<file path="src/include/glay_settings.svh">
// Global sizing for the graph kernel compute unit
// Included by the package and by any module that sizes ports from these values
// Change the run timer length here to stretch or shorten a run

`ifndef GLAY_SETTINGS_SVH
`define GLAY_SETTINGS_SVH

// Memory address and write data widths
`define GLAY_ADDR_W 32
`define GLAY_DATA_W 32

// Request queue sizing, depth must stay a power of two
`define GLAY_FIFO_DEPTH 4
`define GLAY_FIFO_PTR_W 2

// Minimum run length in cycles before done may be raised
`define GLAY_RUN_CYCLES 40

// Number of requesters merged onto the memory port
`define GLAY_NUM_REQ 2

`endif

</file>
<file path="src/logic/glay_pkg.sv">
// Shared types for the graph kernel compute unit
// Compile first; modules refer to items here with the glay_pkg:: prefix

`include "glay_settings.svh"

package glay_pkg;

  // --------------------
  // Control states
  // --------------------
  typedef enum logic [1:0] {
    CTRL_IDLE  = 2'd0,
    CTRL_SETUP = 2'd1,
    CTRL_RUN   = 2'd2,
    CTRL_DONE  = 2'd3
  } ctrl_state_t;

  // --------------------
  // Request opcodes
  // --------------------
  typedef enum logic {
    OP_READ  = 1'b0,
    OP_WRITE = 1'b1
  } req_op_t;

  // Memory address, rebased onto the graph base
  typedef logic [`GLAY_ADDR_W-1:0] addr_t;

  // Write data carried with each request
  typedef logic [`GLAY_DATA_W-1:0] data_t;

endpackage

</file>
<file path="src/logic/glay_control_decode.sv">
// Decode stage: host control sequence and descriptor capture
// Walks idle, setup, run and done from ap_start, the descriptor strobe,
// run_done and ap_continue; holds the graph base for the whole run

module glay_control_decode (
  input  logic             ap_clk,
  input  logic             m_axi_areset,
  input  logic             ap_start,
  input  logic             ap_continue,
  input  logic             descriptor_valid,
  input  glay_pkg::addr_t  descriptor_base,
  input  logic             run_done,
  output logic             ap_ready,
  output logic             ap_done,
  output logic             ap_idle,
  output logic             running,
  output glay_pkg::addr_t  graph_base
);

  glay_pkg::ctrl_state_t state;

  // --------------------
  // Control FSM
  // --------------------
  always_ff @(posedge ap_clk) begin
    if (m_axi_areset) begin
      state    <= glay_pkg::CTRL_IDLE;
      ap_ready <= 1'b0;
      ap_done  <= 1'b0;
      ap_idle  <= 1'b1;
    end else begin
      // Ready is a single cycle pulse
      ap_ready <= 1'b0;
      case (state)
        glay_pkg::CTRL_IDLE: begin
          if (ap_start) begin
            state   <= glay_pkg::CTRL_SETUP;
            ap_idle <= 1'b0;
          end
        end
        glay_pkg::CTRL_SETUP: begin
          // Wait here for the descriptor
          if (descriptor_valid) begin
            state    <= glay_pkg::CTRL_RUN;
            ap_ready <= 1'b1;
          end
        end
        glay_pkg::CTRL_RUN: begin
          if (run_done) begin
            state   <= glay_pkg::CTRL_DONE;
            ap_done <= 1'b1;
          end
        end
        glay_pkg::CTRL_DONE: begin
          // Done held until the host acknowledges
          if (ap_continue) begin
            state   <= glay_pkg::CTRL_IDLE;
            ap_done <= 1'b0;
            ap_idle <= 1'b1;
          end
        end
        default: begin
          state <= glay_pkg::CTRL_IDLE;
        end
      endcase
    end
  end

  // --------------------
  // Descriptor capture
  // --------------------
  // Only a strobe seen in setup loads the base
  always_ff @(posedge ap_clk) begin
    if ((state == glay_pkg::CTRL_SETUP) && descriptor_valid) begin
      graph_base <= descriptor_base;
    end
  end

  // Run level for execute and result
  // Dropped in the run_done cycle so no request slips in behind the final drain
  assign running = (state == glay_pkg::CTRL_RUN) && !run_done;

endmodule

</file>
<file path="config.mk">
export PLATFORM = sky130hd
export DESIGN_NAME = glay_control_decode
export DESIGN_NICKNAME = d
export VERILOG_FILES = /design/src/logic/glay_pkg.sv /design/src/logic/glay_control_decode.sv
export VERILOG_INCLUDE_DIRS = /design/src /design/src/include
export SDC_FILE = /design/constraint.sdc
export NUM_CORES = 1
export LEC_CHECK = 0
export ABC_CLOCK_PERIOD_IN_PS = 2040
export BUFFER_PORTS_ARGS = -buffer_cell sky130_fd_sc_hd__buf_4
export CAP_MARGIN = 20
export CORE_ASPECT_RATIO = 2
export CORE_MARGIN = 2
export CORE_UTILIZATION = 42
export CTS_CLUSTER_SIZE = 10
export DETAILED_ROUTE_END_ITERATION = 6
export PLACE_DENSITY = 0.82
export SETUP_SLACK_MARGIN = 0.1
export SLEW_MARGIN = 25
export SYNTH_ARGS = -nofsm -noshare
export SYNTH_HDL_FRONTEND = slang
export SYNTH_SLANG_ARGS = --single-unit
</file>
<file path="constraint.sdc">
create_clock -name ap_clk -period 2.04 [get_ports ap_clk]
set_input_delay 0.204 -clock ap_clk [delete_from_list [all_inputs] [get_ports ap_clk]]
set_output_delay 0.204 -clock ap_clk [all_outputs]
set_load 0.01 [all_outputs]
</file>
==> key figures <==
Floorplanning
  – Core area: a little under 0.003 mm²
  – Starting Density: 0.437
  – Die H: around 82 µm
  – Die Span X: approximately 43 µm
  – I/O Pins: 74
  – Row Count: 28
  – DIE AREA: between 0.003 and 0.004 mm²

Synth
  – Top cell type's share of synthesized area: 0.747
  – Synth Instances: between 60 and 70
  – Post-synth top area cell: edfxtp_1
  – Sequential area share after synthesis: 0.825
  – Net Count, Synth: about 110
  – Post-Syn Area per Cell: about 20 µm²
  – Synthesized cell area: 0.00129 mm²
  – Ys Warns: 0
  – Cell variety after synth: 17
  – Synth Register Bits: 37
  – Ranking of synthesized cells by area: edfxtp_1 (75%), dfxtp_1 (7.8%), ha_1 (3.9%)

Clocking
  – Post-CTS sizing: 0
  – Max Root-Sink Buffers: 2
  – Setup repair bufs after CTS: 0
  – Post-CTS Hold Fix Bufs: 0
  – H-Tree Depth: 2
  – Clk root buf: clkbuf_8
  – Number of buffers created by CTS: 5
  – Worst skew pair latency: between 0.2 and 0.3 ns
  – Clock tree sinks: 37
  – Reg clk slew, reported paths: about 0.070 ns
  – CTS tree: built

Power
  – Peak supply drop: ~0.62 mV
  – PD cells: 1050 mW/mm²
  – Lkg Pwr: ~0.84 nW
  – Power Total: 2.08 mW

Cells and area
  – Nets@finish: around 190
  – Antenna diode count: 0
  – Commonest cells after routing, fill and taps aside: buf_4 (75), edfxtp_1 (32), inv_1 (5), dfxtp_1 (5), clkbuf_8 (5)
  – Multi-input gate area: 206 µm²
  – Post-route cell area: between 0.0015 and 0.002 mm²
  – Commonest non-fill, non-tap cell in the layout: buf_4
  – FF+latch area: roughly 0.0011 mm²
  – Layout Cells excl Fill: 178
  – Fillers: around 230
  – Share of cells above drive strength 1: 0.574
  – Synth-to-Final Area Change: 53.1%
  – Util after Layout: 0.669

Hold path
  – Hold_sp: descriptor_base[9]
  – Worst hold path type: input port to flip-flop
  – Sink of the worst hold path: graph_base[9]$_DFFE_PP_
  – Worst hold path cell count: 1

STA
  – RSZ-0062 raised after global routing: false
  – Fmax: 0.616 GHz
  – Max_slew headroom: 0.700
  – Final worst slack: about 0.42 ns
  – Slew Limit Fails: 0
  – Setup Viol. Count Final: 0
  – Setup Skew: ~0.0016 ns
  – Final worst-path cycle share: 0.795
  – Worst slew pin tran: around 0.45 ns
  – Crit path time final: between 1.5 and 2 ns
  – Setup TNS: 0 ns
  – Final hold slack: around 0.091 ns
  – Hold Violations, Final: 0

Setup path
  – Reg2Reg Capture Point: graph_base[6]$_DFFE_PP_
  – Crit path kind: flip-flop to flip-flop
  – RR Startpoint: state[0]$_SDFFE_PP0P_
  – Worst-case reg-to-reg path depth: 3
  – Critical Path End Type: flip-flop
  – Critical path arrival: 1.61 ns
  – Worst Setup SP: state[0]$_SDFFE_PP0P_
  – CP Launch Type: flip-flop
  – CP max FO: 12
  – Critical Path RT: 2.03 ns
  – R2R Setup Slk: around 0.42 ns

Detailed routing
  – DRC errors left: 0
  – Post-route antenna net violation count: 0
  – Initial DRC count: 9
  – DR vias: between 800 and 900
  – Vias per std cell: between 4 and 5
  – Post-Route WL: about 3000 µm
  – Initial DRT Pass Iterations: 4
  – Routed length per instance: roughly 17 µm

Place
  – DP Worst Slack: slightly above 0.4 ns
  – PortBufs: between 70 and 80
  – Gpl congestion: approximately 0.68
  – HPWL Detailed: 2500 µm
  – Placed Cells: between 150 and 200
  – Placed Area: about 0.0019 mm²

Global routing
  – Vias in the first global route: between 900 and 1000
  – Largest net degree at the start of global routing: 13
  – First-pass GRT wire length: ~4400 µm
  – Grt ovf: 0
  – Initial antenna violation count: 0
  – GRT Util Overall: 0.182

Outcome
  – Run status: finished clean

Flow run
  – Max-cap violations: 0
worst max-delay path, cell delays in order (launching register included):
cell,delay (ns)
dfxtp_1,0.41
ha_1,0.20
and2_1,0.42
buf_4,0.30
worst max-delay path by stage:
stage	depth (start not counted)	end
2_1_floorplan	3	graph_base[0]$_DFFE_PP_
3_3_place_gp	4	graph_base[29]$_DFFE_PP_
3_5_place_dp	4	graph_base[6]$_DFFE_PP_
4_1_cts	4	graph_base[6]$_DFFE_PP_
5_1_grt	3	graph_base[28]$_DFFE_PP_
6_report	3	graph_base[6]$_DFFE_PP_
cell families (layout without fill, tap and decap cells):
kind of cell,after synthesis,in the layout,share of synthesized area
flip-flops,37,37,0.825
AND/OR/NAND/NOR,10,10,0.0555
AO/OA/AOI/OAI,7,7,0.0506
buffers and inverters,5,88,0.0146
adder cells (fa/ha/maj),4,4,0.0389
multiplexers,2,2,0.0156
flip-flops by register name (all words and copies together) (netlist names):
signal      count
ap_done         1
ap_idle         1
ap_ready        1
graph_base     32
state           2
cell type report:
class | count | share of cell area
Sequential cell | 37 | 0.539
Multi-Input combinational cell | 23 | 0.105
Tap cell | 30 | 0.0191
Clock inverter | 2 | 0.00508
Inverter | 5 | 0.00953
Clock buffer | 6 | 0.0368
Timing Repair Buffer | 75 | 0.286
where the power goes:
group	internal [mW]	switching (mW)	leakage, nW	total [mW]
clock network	0.237	0.247	0.0450	0.483
registers	0.974	0.0530	0.334	1.03
logic	0.286	0.282	0.464	0.567
total	1.50	0.581	0.843	2.08
synth_stat cells:
cell type  count
ha_1           4
or2_2          1
o21bai_1       1
o21ai_0        1
o211ai_1       1
o31ai_1        1
inv_1          5
a21oi_1        2
a2111oi_4      1
dfxtp_1        5
and2_1         1
edfxtp_1      32
nand3b_1       1
nand2b_1       3
mux2i_1        2
nor2b_4        1
nor2b_1        3
per-layer routing:
layer	up-vias	track usage	wire length, µm	share of wire
li1	400	-	-	-
met1	390	0.124	780	0.26
met2	45	0.366	1930	0.63
met3	13	0.0565	198	0.065
met4	0	0.136	133	0.044
met5	-	0	0	0
Note: power is estimated with default switching activity, not from simulation.
