[src/include/glay_settings.svh]
// Global sizing for the graph kernel compute unit
// Included by the package and by any module that sizes ports from these values
// Change the run timer length here to stretch or shorten a run

`ifndef GLAY_SETTINGS_SVH
`define GLAY_SETTINGS_SVH

// Memory address and write data widths
`define GLAY_ADDR_W 32
`define GLAY_DATA_W 32

// Request queue sizing, depth must stay a power of two
`define GLAY_FIFO_DEPTH 4
`define GLAY_FIFO_PTR_W 2

// Minimum run length in cycles before done may be raised
`define GLAY_RUN_CYCLES 40

// Number of requesters merged onto the memory port
`define GLAY_NUM_REQ 2

`endif

[src/logic/glay_done_timer.sv]
// Result stage: run length timer
// Counts cycles while running, saturates at the run length, and pulses
// run_done once the count is reached and the request queue has drained

`include "glay_settings.svh"

module glay_done_timer (
  input  logic ap_clk,
  input  logic m_axi_areset,
  input  logic running,
  input  logic queue_empty,
  output logic run_done
);

  localparam int CNT_W = $clog2(`GLAY_RUN_CYCLES + 1);

  logic [CNT_W-1:0] count;
  logic             expired;

  assign expired = (count == CNT_W'(`GLAY_RUN_CYCLES));

  // --------------------
  // Cycle count
  // --------------------
  always_ff @(posedge ap_clk) begin
    if (m_axi_areset) begin
      count    <= '0;
      run_done <= 1'b0;
    end else if (!running) begin
      // Cleared between runs
      count    <= '0;
      run_done <= 1'b0;
    end else begin
      if (!expired) begin
        count <= count + 1'b1;
      end
      // Single pulse; decode drops running right after it
      run_done <= expired && queue_empty && !run_done;
    end
  end

endmodule

[config.mk]
export PLATFORM = sky130hd
export DESIGN_NAME = glay_done_timer
export DESIGN_NICKNAME = d
export VERILOG_FILES = /design/src/logic/glay_done_timer.sv
export VERILOG_INCLUDE_DIRS = /design/src /design/src/include
export SDC_FILE = /design/constraint.sdc
export NUM_CORES = 1
export LEC_CHECK = 0
export ABC_AREA = 1
export BUFFER_PORTS_ARGS = -buffer_cell sky130_fd_sc_hd__buf_2
export CAP_MARGIN = 20
export CORE_AREA = 2 2 39 41
export CTS_CLUSTER_DIAMETER = 200
export DETAILED_ROUTE_END_ITERATION = 7
export DIE_AREA = 0 0 41 43
export SKIP_LAST_GASP = 1
export SYNTH_ARGS = -nofsm -noshare
export SYNTH_HDL_FRONTEND = slang
export SYNTH_SLANG_ARGS = --single-unit
[constraint.sdc]
create_clock -name ap_clk -period 1.5 [get_ports ap_clk]
set_input_delay 0.15 -clock ap_clk [delete_from_list [all_inputs] [get_ports ap_clk]]
set_output_delay 0.15 -clock ap_clk [all_outputs]
set_load 0.01 [all_outputs]
==> flow_summary.ini, run 1 <==
[worst_setup_path]
critPathMaxFanout = 5
endpoint_kind = flop
crit_required_ns = 1.65
critical_path.slowest_cell = dfxtp_1
path_cells = inv_1 > ha_1 > nand3_1 > nor2_2 > nand2_1 > nand2_1 > nor2_1
critPathMaxStageDelay_ns = 0.33
worst-path-stages = 7
cp-startpoint = count[0]$_SDFFE_PP0P_
crit_arrival_ns = 1.32
criticalPathCategory = reg2reg
critPathBufInv = 1
ff2ff_path_depth = 7
reg2reg_from = count[0]$_SDFFE_PP0P_
crit_family = simple AND/OR/NAND/NOR gates
cpMostUsedCell = nand2_1
cp-start-kind = flop

[placed_design]
port_buffers = 4
place_inst = 66
hpwlAfterDp_microns = 424
place_area_sq_um = 379
routabilityCongestion = 0.730

[global_routing]
antenna_found_initial = 0
grt_pass1_wl_microns = 1010
grt_max_degree = 6
grt_pass1_vias = 281
grt_use_total_pct = 9.77
grt.overflow.total = 0

[synth]
synth.distinct_cells = 15
netlist_instances = 46
syn_nets = 52
syn_area_per_cell_sq_um = 7.37
synth_warnings = 0
ys_seq_elements = 7
yosysSeqAreaShare_pct = 41.3
syn_area_sq_um = 339

[cells_and_area]
fillCellCount = 145
multi_input_area_sq_um = 169
layout-drive-gt1-share_pct = 16.7
synthToLayoutAreaGrowth_pct = 19.6
fin_area_sq_um = 405
diodes = 0
nets = 61
stdcell_count = 70
seq_area_sq_um = 140

[run]
max_cap_viol_count = 0

[floorplanning]
die_y_microns = 43
dieArea_sq_um = 1760
die_w_microns = 41
rows = 14
core_sq_um = 1380
ios = 5
initial_core_util_pct = 24.5

[route]
wire_per_inst_microns = 8.21
drcViolationCount = 0
initialDrtViolationCount = 4
viasPerCell = 4.20
drt_pre_antenna_iters = 3
vias = 294
detail-route-antenna-nets = 0
wl_microns = 575

[cts]
cts-root-buf = clkbuf_4
htree_levels = 1
path_clk_slew_ns = 0.05
postCtsHoldBufs = 0
cts_buffer_depth = 2
clk_latency_ns = 0.25
clock_sinks = 7
cts_buffers = 3
tritoncts = built
post_cts_buffers = 0
cts.repair.resized = 0

[sta]
setup-tns-final_ns = 0
slew-limit-headroom_pct = 81.7
period_share_pct = 77.6
period_minus_slack_ns = 1.16
rsz0062_at_grt = no
max_freq_mhz = 859
clock_skew_ns = 0.000247
finalHoldViolations = 0
slew_violations = 0
setup_viol = 0
worst_slew_pin_slew_ns = 0.274

[power]
power.total_mw = 0.385
leakage_nw = 0.155
ir_worst_vdd_uv = 431
p_per_area_nw_per_um2 = 949

[worst_hold_path]
whs_path_depth = 3
hold_path_class = in2reg
min-delay-start = queue_empty

[outcome]
status = completed
-- layer usage --
layer	vias to the layer above	global-route usage, %	share of wire [%]
met5	-	0	0
met2	5	12.8	46
met3	2	7.85	5.2
met1	129	8.44	45
met4	0	10.0	3.0
li1	158	-	-
-- stage by stage --
step | setup slack, ns | utilization, % | hold slack [ns]
after floorplan | 0.444 | - | 0.296
after global placement | 0.341 | 27.4 | 0.417
after detailed placement | 0.341 | 27.4 | 0.419
after CTS | 0.325 | 29.3 | 0.148
after global routing | 0.199 | 29.3 | 0.152
final | 0.336 | 29.3 | 0.166
-- cell families (layout without fill, tap and decap cells) --
kind of cell,after synthesis,in the layout,synth area share (%)
buffers and inverters,8,16,8.86
AND/OR/NAND/NOR,24,24,32.8
adder cells (fa/ha/maj),2,2,7.38
AO/OA/AOI/OAI,3,3,4.43
XOR/XNOR,2,2,5.17
flip-flops,7,7,41.3
-- area by class of cell --
class                      count  area share, %
multi-input combinational     31           41.7
inverter                       8           7.41
tap                           16           4.94
timing repair buffer           4           4.94
sequential                     7           34.6
clock buffer                   4           6.48
-- cell usage in the layout, fill, tap and decap left out --
cell type  synthesis  final
or2_0              1      1
clkbuf_4           0      3
buf_2              0      4
ha_1               2      2
nand3b_1           1      1
xor2_1             1      1
a21oi_1            2      2
nor2_2             1      1
nor3_1             2      2
xnor2_1            1      1
nor2_1             7      7
nand3_1            3      3
o21ai_0            1      1
nand3_2            1      1
nand2_1            8      8
inv_1              8      8
clkbuf_1           0      1
dfxtp_1            7      7
-- worst paths after layout --
| path | end | slack, ns |
|---|---|---|
| min | run_done$_SDFF_PP0_ | 0.17 |
| max | count[0]$_SDFFE_PP0P_ | 0.34 |
| min reg2reg | count[5]$_SDFFE_PP0P_ | 0.50 |
| max reg2reg | count[0]$_SDFFE_PP0P_ | 0.34 |
-- cells in the mapped netlist --
cell type	instances	area, sq um
a21oi_1	2	10.0
nor2_2	1	6.26
inv_1	8	30.0
nand3_1	3	15.0
nor3_1	2	10.0
dfxtp_1	7	140
xnor2_1	1	8.76
xor2_1	1	8.76
ha_1	2	25.0
o21ai_0	1	5.00
nand2_1	8	30.0
nand3b_1	1	7.51
nor2_1	7	26.3
nand3_2	1	10.0
or2_0	1	6.26
-- worst min-delay path: stages --
cell	delay [ns]
buf_2	0.09
nand3b_1	0.08
nor3_1	0.05
-- registers in the layout, indices dropped and copies added (netlist names) --
name / flops
count: 6
run_done: 1
-- power by group --
group / leakage, nW / total, mW / internal [mW] / switching, mW
Sequential: 0.0567 / 0.191 / 0.189 / 0.00259
Combinational: 0.0836 / 0.0179 / 0.00780 / 0.0101
Clock: 0.0150 / 0.175 / 0.102 / 0.0735
Total: 0.155 / 0.385 / 0.298 / 0.0861
Note: power is estimated with default switching activity, not from simulation.
==> run 2: changes to the inputs <==
==> constraint.sdc (replaced) <==
create_clock -name ap_clk -period 1.1 [get_ports ap_clk]
set_input_delay 0.11 -clock ap_clk [delete_from_list [all_inputs] [get_ports ap_clk]]
set_output_delay 0.11 -clock ap_clk [all_outputs]
set_load 0.01 [all_outputs]
==> run 2 against run 1 <==
Net effect: worst setup slack got worse by 0.28 ns; routed wire length is 9.2% higher; clock-buffer cell count unchanged; critical endpoint is now count[2]$_SDFFE_PP0P_; largest power group unchanged; highest routed layer unchanged.
==> flow_summary.ini, run 2 (same netlist as run 1, synthesis figures left out) <==
[placed_design]
place_inst = 69
port_buffers = 4
hpwlAfterDp_microns = 468
routabilityCongestion = 0.803

[worst_setup_path]
crit_arrival_ns = 1.18
critPathMaxFanout = 5
crit_required_ns = 1.24
cp-startpoint = count[1]$_SDFFE_PP0P_
regToRegEndpoint = count[2]$_SDFFE_PP0P_
endpoint_kind = flop
ff2ff_path_depth = 6
endpoint = count[2]$_SDFFE_PP0P_
criticalPathCategory = reg2reg
reg2reg_from = count[1]$_SDFFE_PP0P_
cp-start-kind = flop
rrSetupSlack_ns = 0.06

[run]
max_cap_viol_count = 0

[cells_and_area]
final_common_cell = nand2_1
layout-drive-gt1-share_pct = 32.8
largest_register_ffs = 6
nets = 65
stdcell_count = 74
largest_register = count
synthToLayoutAreaGrowth_pct = 36.2
diodes = 0
final_cell_mix = 8 x nand2_1, 7 x nor2_1, 6 x inv_1, 6 x dfxtp_1
top_regs = count: 6 flops, run_done: 1 flops

[sta]
finalHoldViolations = 0
worst_slew_pin_slew_ns = 0.242
setup_viol = 0
hold_slack_ns = 0.0977
period_share_pct = 94.8
clock_skew_ns = 0.00491
period_minus_slack_ns = 1.04
max_freq_mhz = 959
setup-tns-final_ns = 0
slew_violations = 0
rsz0062_at_grt = yes
slew-limit-headroom_pct = 83.8

[cts]
htree_levels = 1
clk_latency_ns = 0.26
postCtsHoldBufs = 0
cts_buffers = 3
path_clk_slew_ns = 0.05
cts-root-buf = clkbuf_4
cts_buffer_depth = 2
tritoncts = built
clock_sinks = 7

[outcome]
status = completed

[global_routing]
grt_max_degree = 6
antenna_found_initial = 0
grt_use_total_pct = 9.67
grt_pass1_vias = 302
grt.overflow.total = 0
grt_pass1_wl_microns = 1080

[floorplanning]
initial_core_util_pct = 24.5
die_y_microns = 43
die_w_microns = 41
core_sq_um = 1380
ios = 5
rows = 14
dieArea_sq_um = 1760

[power]
leakage_nw = 0.175
p_per_area_nw_per_um2 = 1170
intPower_mw = 0.417
seqPwrFrac_pct = 48.3
comb_power_share_pct = 7.3
ir_worst_vdd_uv = 604
switchingPower_mw = 0.122
pwr-share-clk_pct = 44.4
switching_share_pct = 22.6

[route]
wire_per_inst_microns = 8.49
vias = 313
drt_pre_antenna_iters = 2
drcViolationCount = 0
viasPerCell = 4.23
initialDrtViolationCount = 1
detail-route-antenna-nets = 0
wl_microns = 628

[worst_hold_path]
hold_path_class = in2reg
## run 2: cell count changes in the layout (fill, tap and decap cells not counted), moves of 2 or more
cell,change
buf_4,+4
ha_1,-2
inv_1,-2
inv_2,+2
## run 2: worst min path at each step
| stage | start | end | slack [ns] | cells past startpoint |
|---|---|---|---|---|
| floorplan | queue_empty | run_done$_SDFF_PP0_ | 0.26 | 2 |
| global placement | queue_empty | run_done$_SDFF_PP0_ | 0.37 | 3 |
| detailed placement | queue_empty | run_done$_SDFF_PP0_ | 0.37 | 3 |
| CTS | queue_empty | run_done$_SDFF_PP0_ | 0.09 | 3 |
| global route | queue_empty | run_done$_SDFF_PP0_ | 0.13 | 3 |
| finish | queue_empty | run_done$_SDFF_PP0_ | 0.1 | 3 |
## run 2: worst max-delay path: stages (launching register included)
cell	delay [ns]
dfxtp_2	0.32
inv_2	0.07
ha_4	0.13
nand3_2	0.09
nor2_4	0.17
buf_4	0.13
nor3_1	0.03
## run 2: final cells by class
| cell class | count | area, sq um |
|---|---|---|
| fill | 147 | 922 |
| multi-input combinational | 31 | 194 |
| sequential | 7 | 141 |
| timing repair buffer | 8 | 50.0 |
| inverter | 8 | 30.0 |
| clock buffer | 4 | 26.3 |
| tap | 16 | 20.0 |
## run 2: metal layers
layer	global-route usage (%)	vias to the layer above	wire, microns
met5	0	-	0
met4	8.00	0	19
met3	4.71	2	20
met2	12.8	5	300
met1	11.0	138	288
li1	-	168	-
## run 2: metrics by stage
stage / total power [mW] / setup WS, ns / cell area [sq um] / utilization (%)
after floorplan: 0.282 / 0.0437 / 339 / -
after global placement: 0.299 / 0.0239 / 402 / 29.0
after detailed placement: 0.299 / 0.00000433 / 402 / 29.0
after CTS: 0.543 / 0.0245 / 433 / 31.3
after global routing: 0.571 / -0.0293 / 462 / 33.4
final: 0.538 / 0.0571 / 462 / 33.4
## run 2: power groups by stage
stage	sequential, mW	clock, mW	combinational (mW)
after floorplan	0.266	0	0.0162
after global placement	0.264	0	0.0343
after detailed placement	0.265	0	0.0349
after CTS	0.259	0.249	0.0350
after global routing	0.260	0.265	0.0463
final	0.260	0.239	0.0395
## run 2: timing repair
item / 4_1_cts / 5_1_grt
setup endpoints to repair: 2 / 3
buffers inserted: 0 / 1
pin swaps: 0 / 4
gates resized for setup: 1 / 7
==> run 3: changes to the inputs <==
==> constraint.sdc (replaced) <==
create_clock -name ap_clk -period 1.2 [get_ports ap_clk]
set_input_delay 0.12 -clock ap_clk [delete_from_list [all_inputs] [get_ports ap_clk]]
set_output_delay 0.12 -clock ap_clk [all_outputs]
set_load 0.01 [all_outputs]
==> run 3 against run 2 <==
Net effect: design area decreased by 7.9%; critical path depth increased by 1; worst hold slack improved by 0.020 ns; total power decreased by 11%; sequential cell count unchanged; clock-buffer cell count unchanged; worst setup slack improved by 0.042 ns; core utilization decreased by 2.6 points; non-clock buffer count decreased by 2; final cell count decreased by 2.7%.
==> flow_summary.ini, run 3 (same netlist as run 1, synthesis figures left out) <==
[outcome]
status = completed

[worst_hold_path]
whs_path_depth = 3
hold-path-endpoint = run_done$_SDFF_PP0_
min-delay-start = queue_empty
hold_path_class = in2reg

[sta]
period_share_pct = 91.8
slew_violations = 0
period_minus_slack_ns = 1.10
setup-tns-final_ns = 0
rsz0062_at_grt = no
hold_slack_ns = 0.118
setup_viol = 0
clock_skew_ns = 0.00358
finalHoldViolations = 0
worst_slew_pin_slew_ns = 0.245
slew-limit-headroom_pct = 83.6
max_freq_mhz = 908

[worst_setup_path]
critPathMaxFanout = 5
reg2reg_from = count[0]$_SDFFE_PP0P_
crit_required_ns = 1.35
crit_arrival_ns = 1.25
cp-start-kind = flop
criticalPathCategory = reg2reg
ff2ff_path_depth = 7
rrSetupSlack_ns = 0.1
endpoint_kind = flop
regToRegEndpoint = count[1]$_SDFFE_PP0P_

[cells_and_area]
diodes = 0
synthToLayoutAreaGrowth_pct = 25.5
layout-drive-gt1-share_pct = 19.6
nets = 63
final_cell_mix = 8 x inv_1, 8 x nand2_1, 7 x nor2_1, 7 x dfxtp_1, 4 x buf_2
largest_register_ffs = 6
largest_register = count
top_regs = count: 6 flops, run_done: 1 flops
seq_area_sq_um = 140
fillCellCount = 160
multi_input_area_sq_um = 174

[route]
wire_per_inst_microns = 8.51
viasPerCell = 4.11
wl_microns = 613
drt_pre_antenna_iters = 4
vias = 296
detail-route-antenna-nets = 0
drcViolationCount = 0
initialDrtViolationCount = 7

[floorplanning]
initial_core_util_pct = 24.5
ios = 5
core_sq_um = 1380
die_y_microns = 43
die_w_microns = 41
rows = 14
dieArea_sq_um = 1760

[power]
leakage_nw = 0.165
comb_power_share_pct = 5.7
seqPwrFrac_pct = 49.5
switchingPower_mw = 0.105
intPower_mw = 0.376
pwr-share-clk_pct = 44.8
p_per_area_nw_per_um2 = 1130
switching_share_pct = 21.9
ir_worst_vdd_uv = 495

[global_routing]
grt.overflow.total = 0
use_met3_pct = 4.71
met1_usage_pct = 9.74
grt_pass1_wl_microns = 972
grt_busiest_layer = met2
grt_use_total_pct = 8.66
grt_pass1_vias = 249
antenna_found_initial = 0
grt_max_degree = 6
grt_use_met2_pct = 10.9

[cts]
clk_latency_ns = 0.25
tritoncts = built
clock_sinks = 7
postCtsHoldBufs = 0
cts_buffers = 3
htree_levels = 1
cts-root-buf = clkbuf_4
cts_buffer_depth = 2
path_clk_slew_ns = 0.05

[placed_design]
hpwlAfterDp_microns = 449
routabilityCongestion = 0.712
port_buffers = 4

[run]
max_cap_viol_count = 0
-- run 3: timing repair --
| action | in CTS | in global routing |
|---|---|---|
| buffers inserted | 0 | 0 |
| endpoints found under the hold margin | 0 | 0 |
| setup endpoints to repair | 0 | 2 |
| resized for setup | 0 | 1 |
-- run 3: routing by layer --
metal / share of wire [%] / wire (microns)
met5: 0 / 0
met4: 0 / 0
met3: 3.1 / 19
met2: 49 / 298
met1: 48 / 295
-- run 3: worst max-delay path: stages (launching register included) --
cell	delay (ns)
dfxtp_1	0.33
inv_1	0.08
ha_1	0.14
nand3_1	0.13
nor2_4	0.16
nand2_1	0.06
nand2_1	0.06
nor2_1	0.04
-- run 3: how the worst max path moves through the flow --
| stage | start | to | slack (ns) | depth (start not counted) |
|---|---|---|---|---|
| after floorplan | count[0]$_SDFFE_PP0P_ | count[0]$_SDFFE_PP0P_ | 0.14 | 7 |
| after CTS | count[0]$_SDFFE_PP0P_ | count[1]$_SDFFE_PP0P_ | 0.07 | 7 |
| after global placement | count[0]$_SDFFE_PP0P_ | count[1]$_SDFFE_PP0P_ | 0.11 | 7 |
| after global routing | count[0]$_SDFFE_PP0P_ | count[1]$_SDFFE_PP0P_ | 0.02 | 7 |
| final | count[0]$_SDFFE_PP0P_ | count[1]$_SDFFE_PP0P_ | 0.1 | 7 |
| after detailed placement | count[0]$_SDFFE_PP0P_ | count[1]$_SDFFE_PP0P_ | 0.08 | 7 |
-- run 3: power by group through the flow --
stage	sequential (mW)	combinational [mW]	clock, mW
after detailed placement	0.243	0.0274	0
final	0.239	0.0273	0.216
after global placement	0.243	0.0270	0
after global routing	0.239	0.0308	0.245
after CTS	0.239	0.0276	0.226
after floorplan	0.244	0.0149	0
-- run 3: area by class of cell --
| class | count | area share, % |
|---|---|---|
| timing repair buffer | 6 | 8.24 |
| clock buffer | 4 | 6.18 |
| multi-input combinational | 31 | 40.9 |
| tap | 16 | 4.71 |
| sequential | 7 | 32.9 |
| inverter | 8 | 7.06 |
-- run 3: per-stage QoR --
| step | util, % | cell area [sq um] | power (mW) | cells | setup WS (ns) |
|---|---|---|---|---|---|
| floorplan | - | 339 | 0.259 | 46 | 0.144 |
| global placement | 28.5 | 394 | 0.270 | 68 | 0.107 |
| detailed placement | 28.5 | 394 | 0.271 | 68 | 0.0766 |
| CTS | 30.4 | 420 | 0.492 | 72 | 0.0693 |
| global route | 30.7 | 425 | 0.515 | 72 | 0.0151 |
| finish | 30.7 | 425 | 0.482 | 72 | 0.0988 |
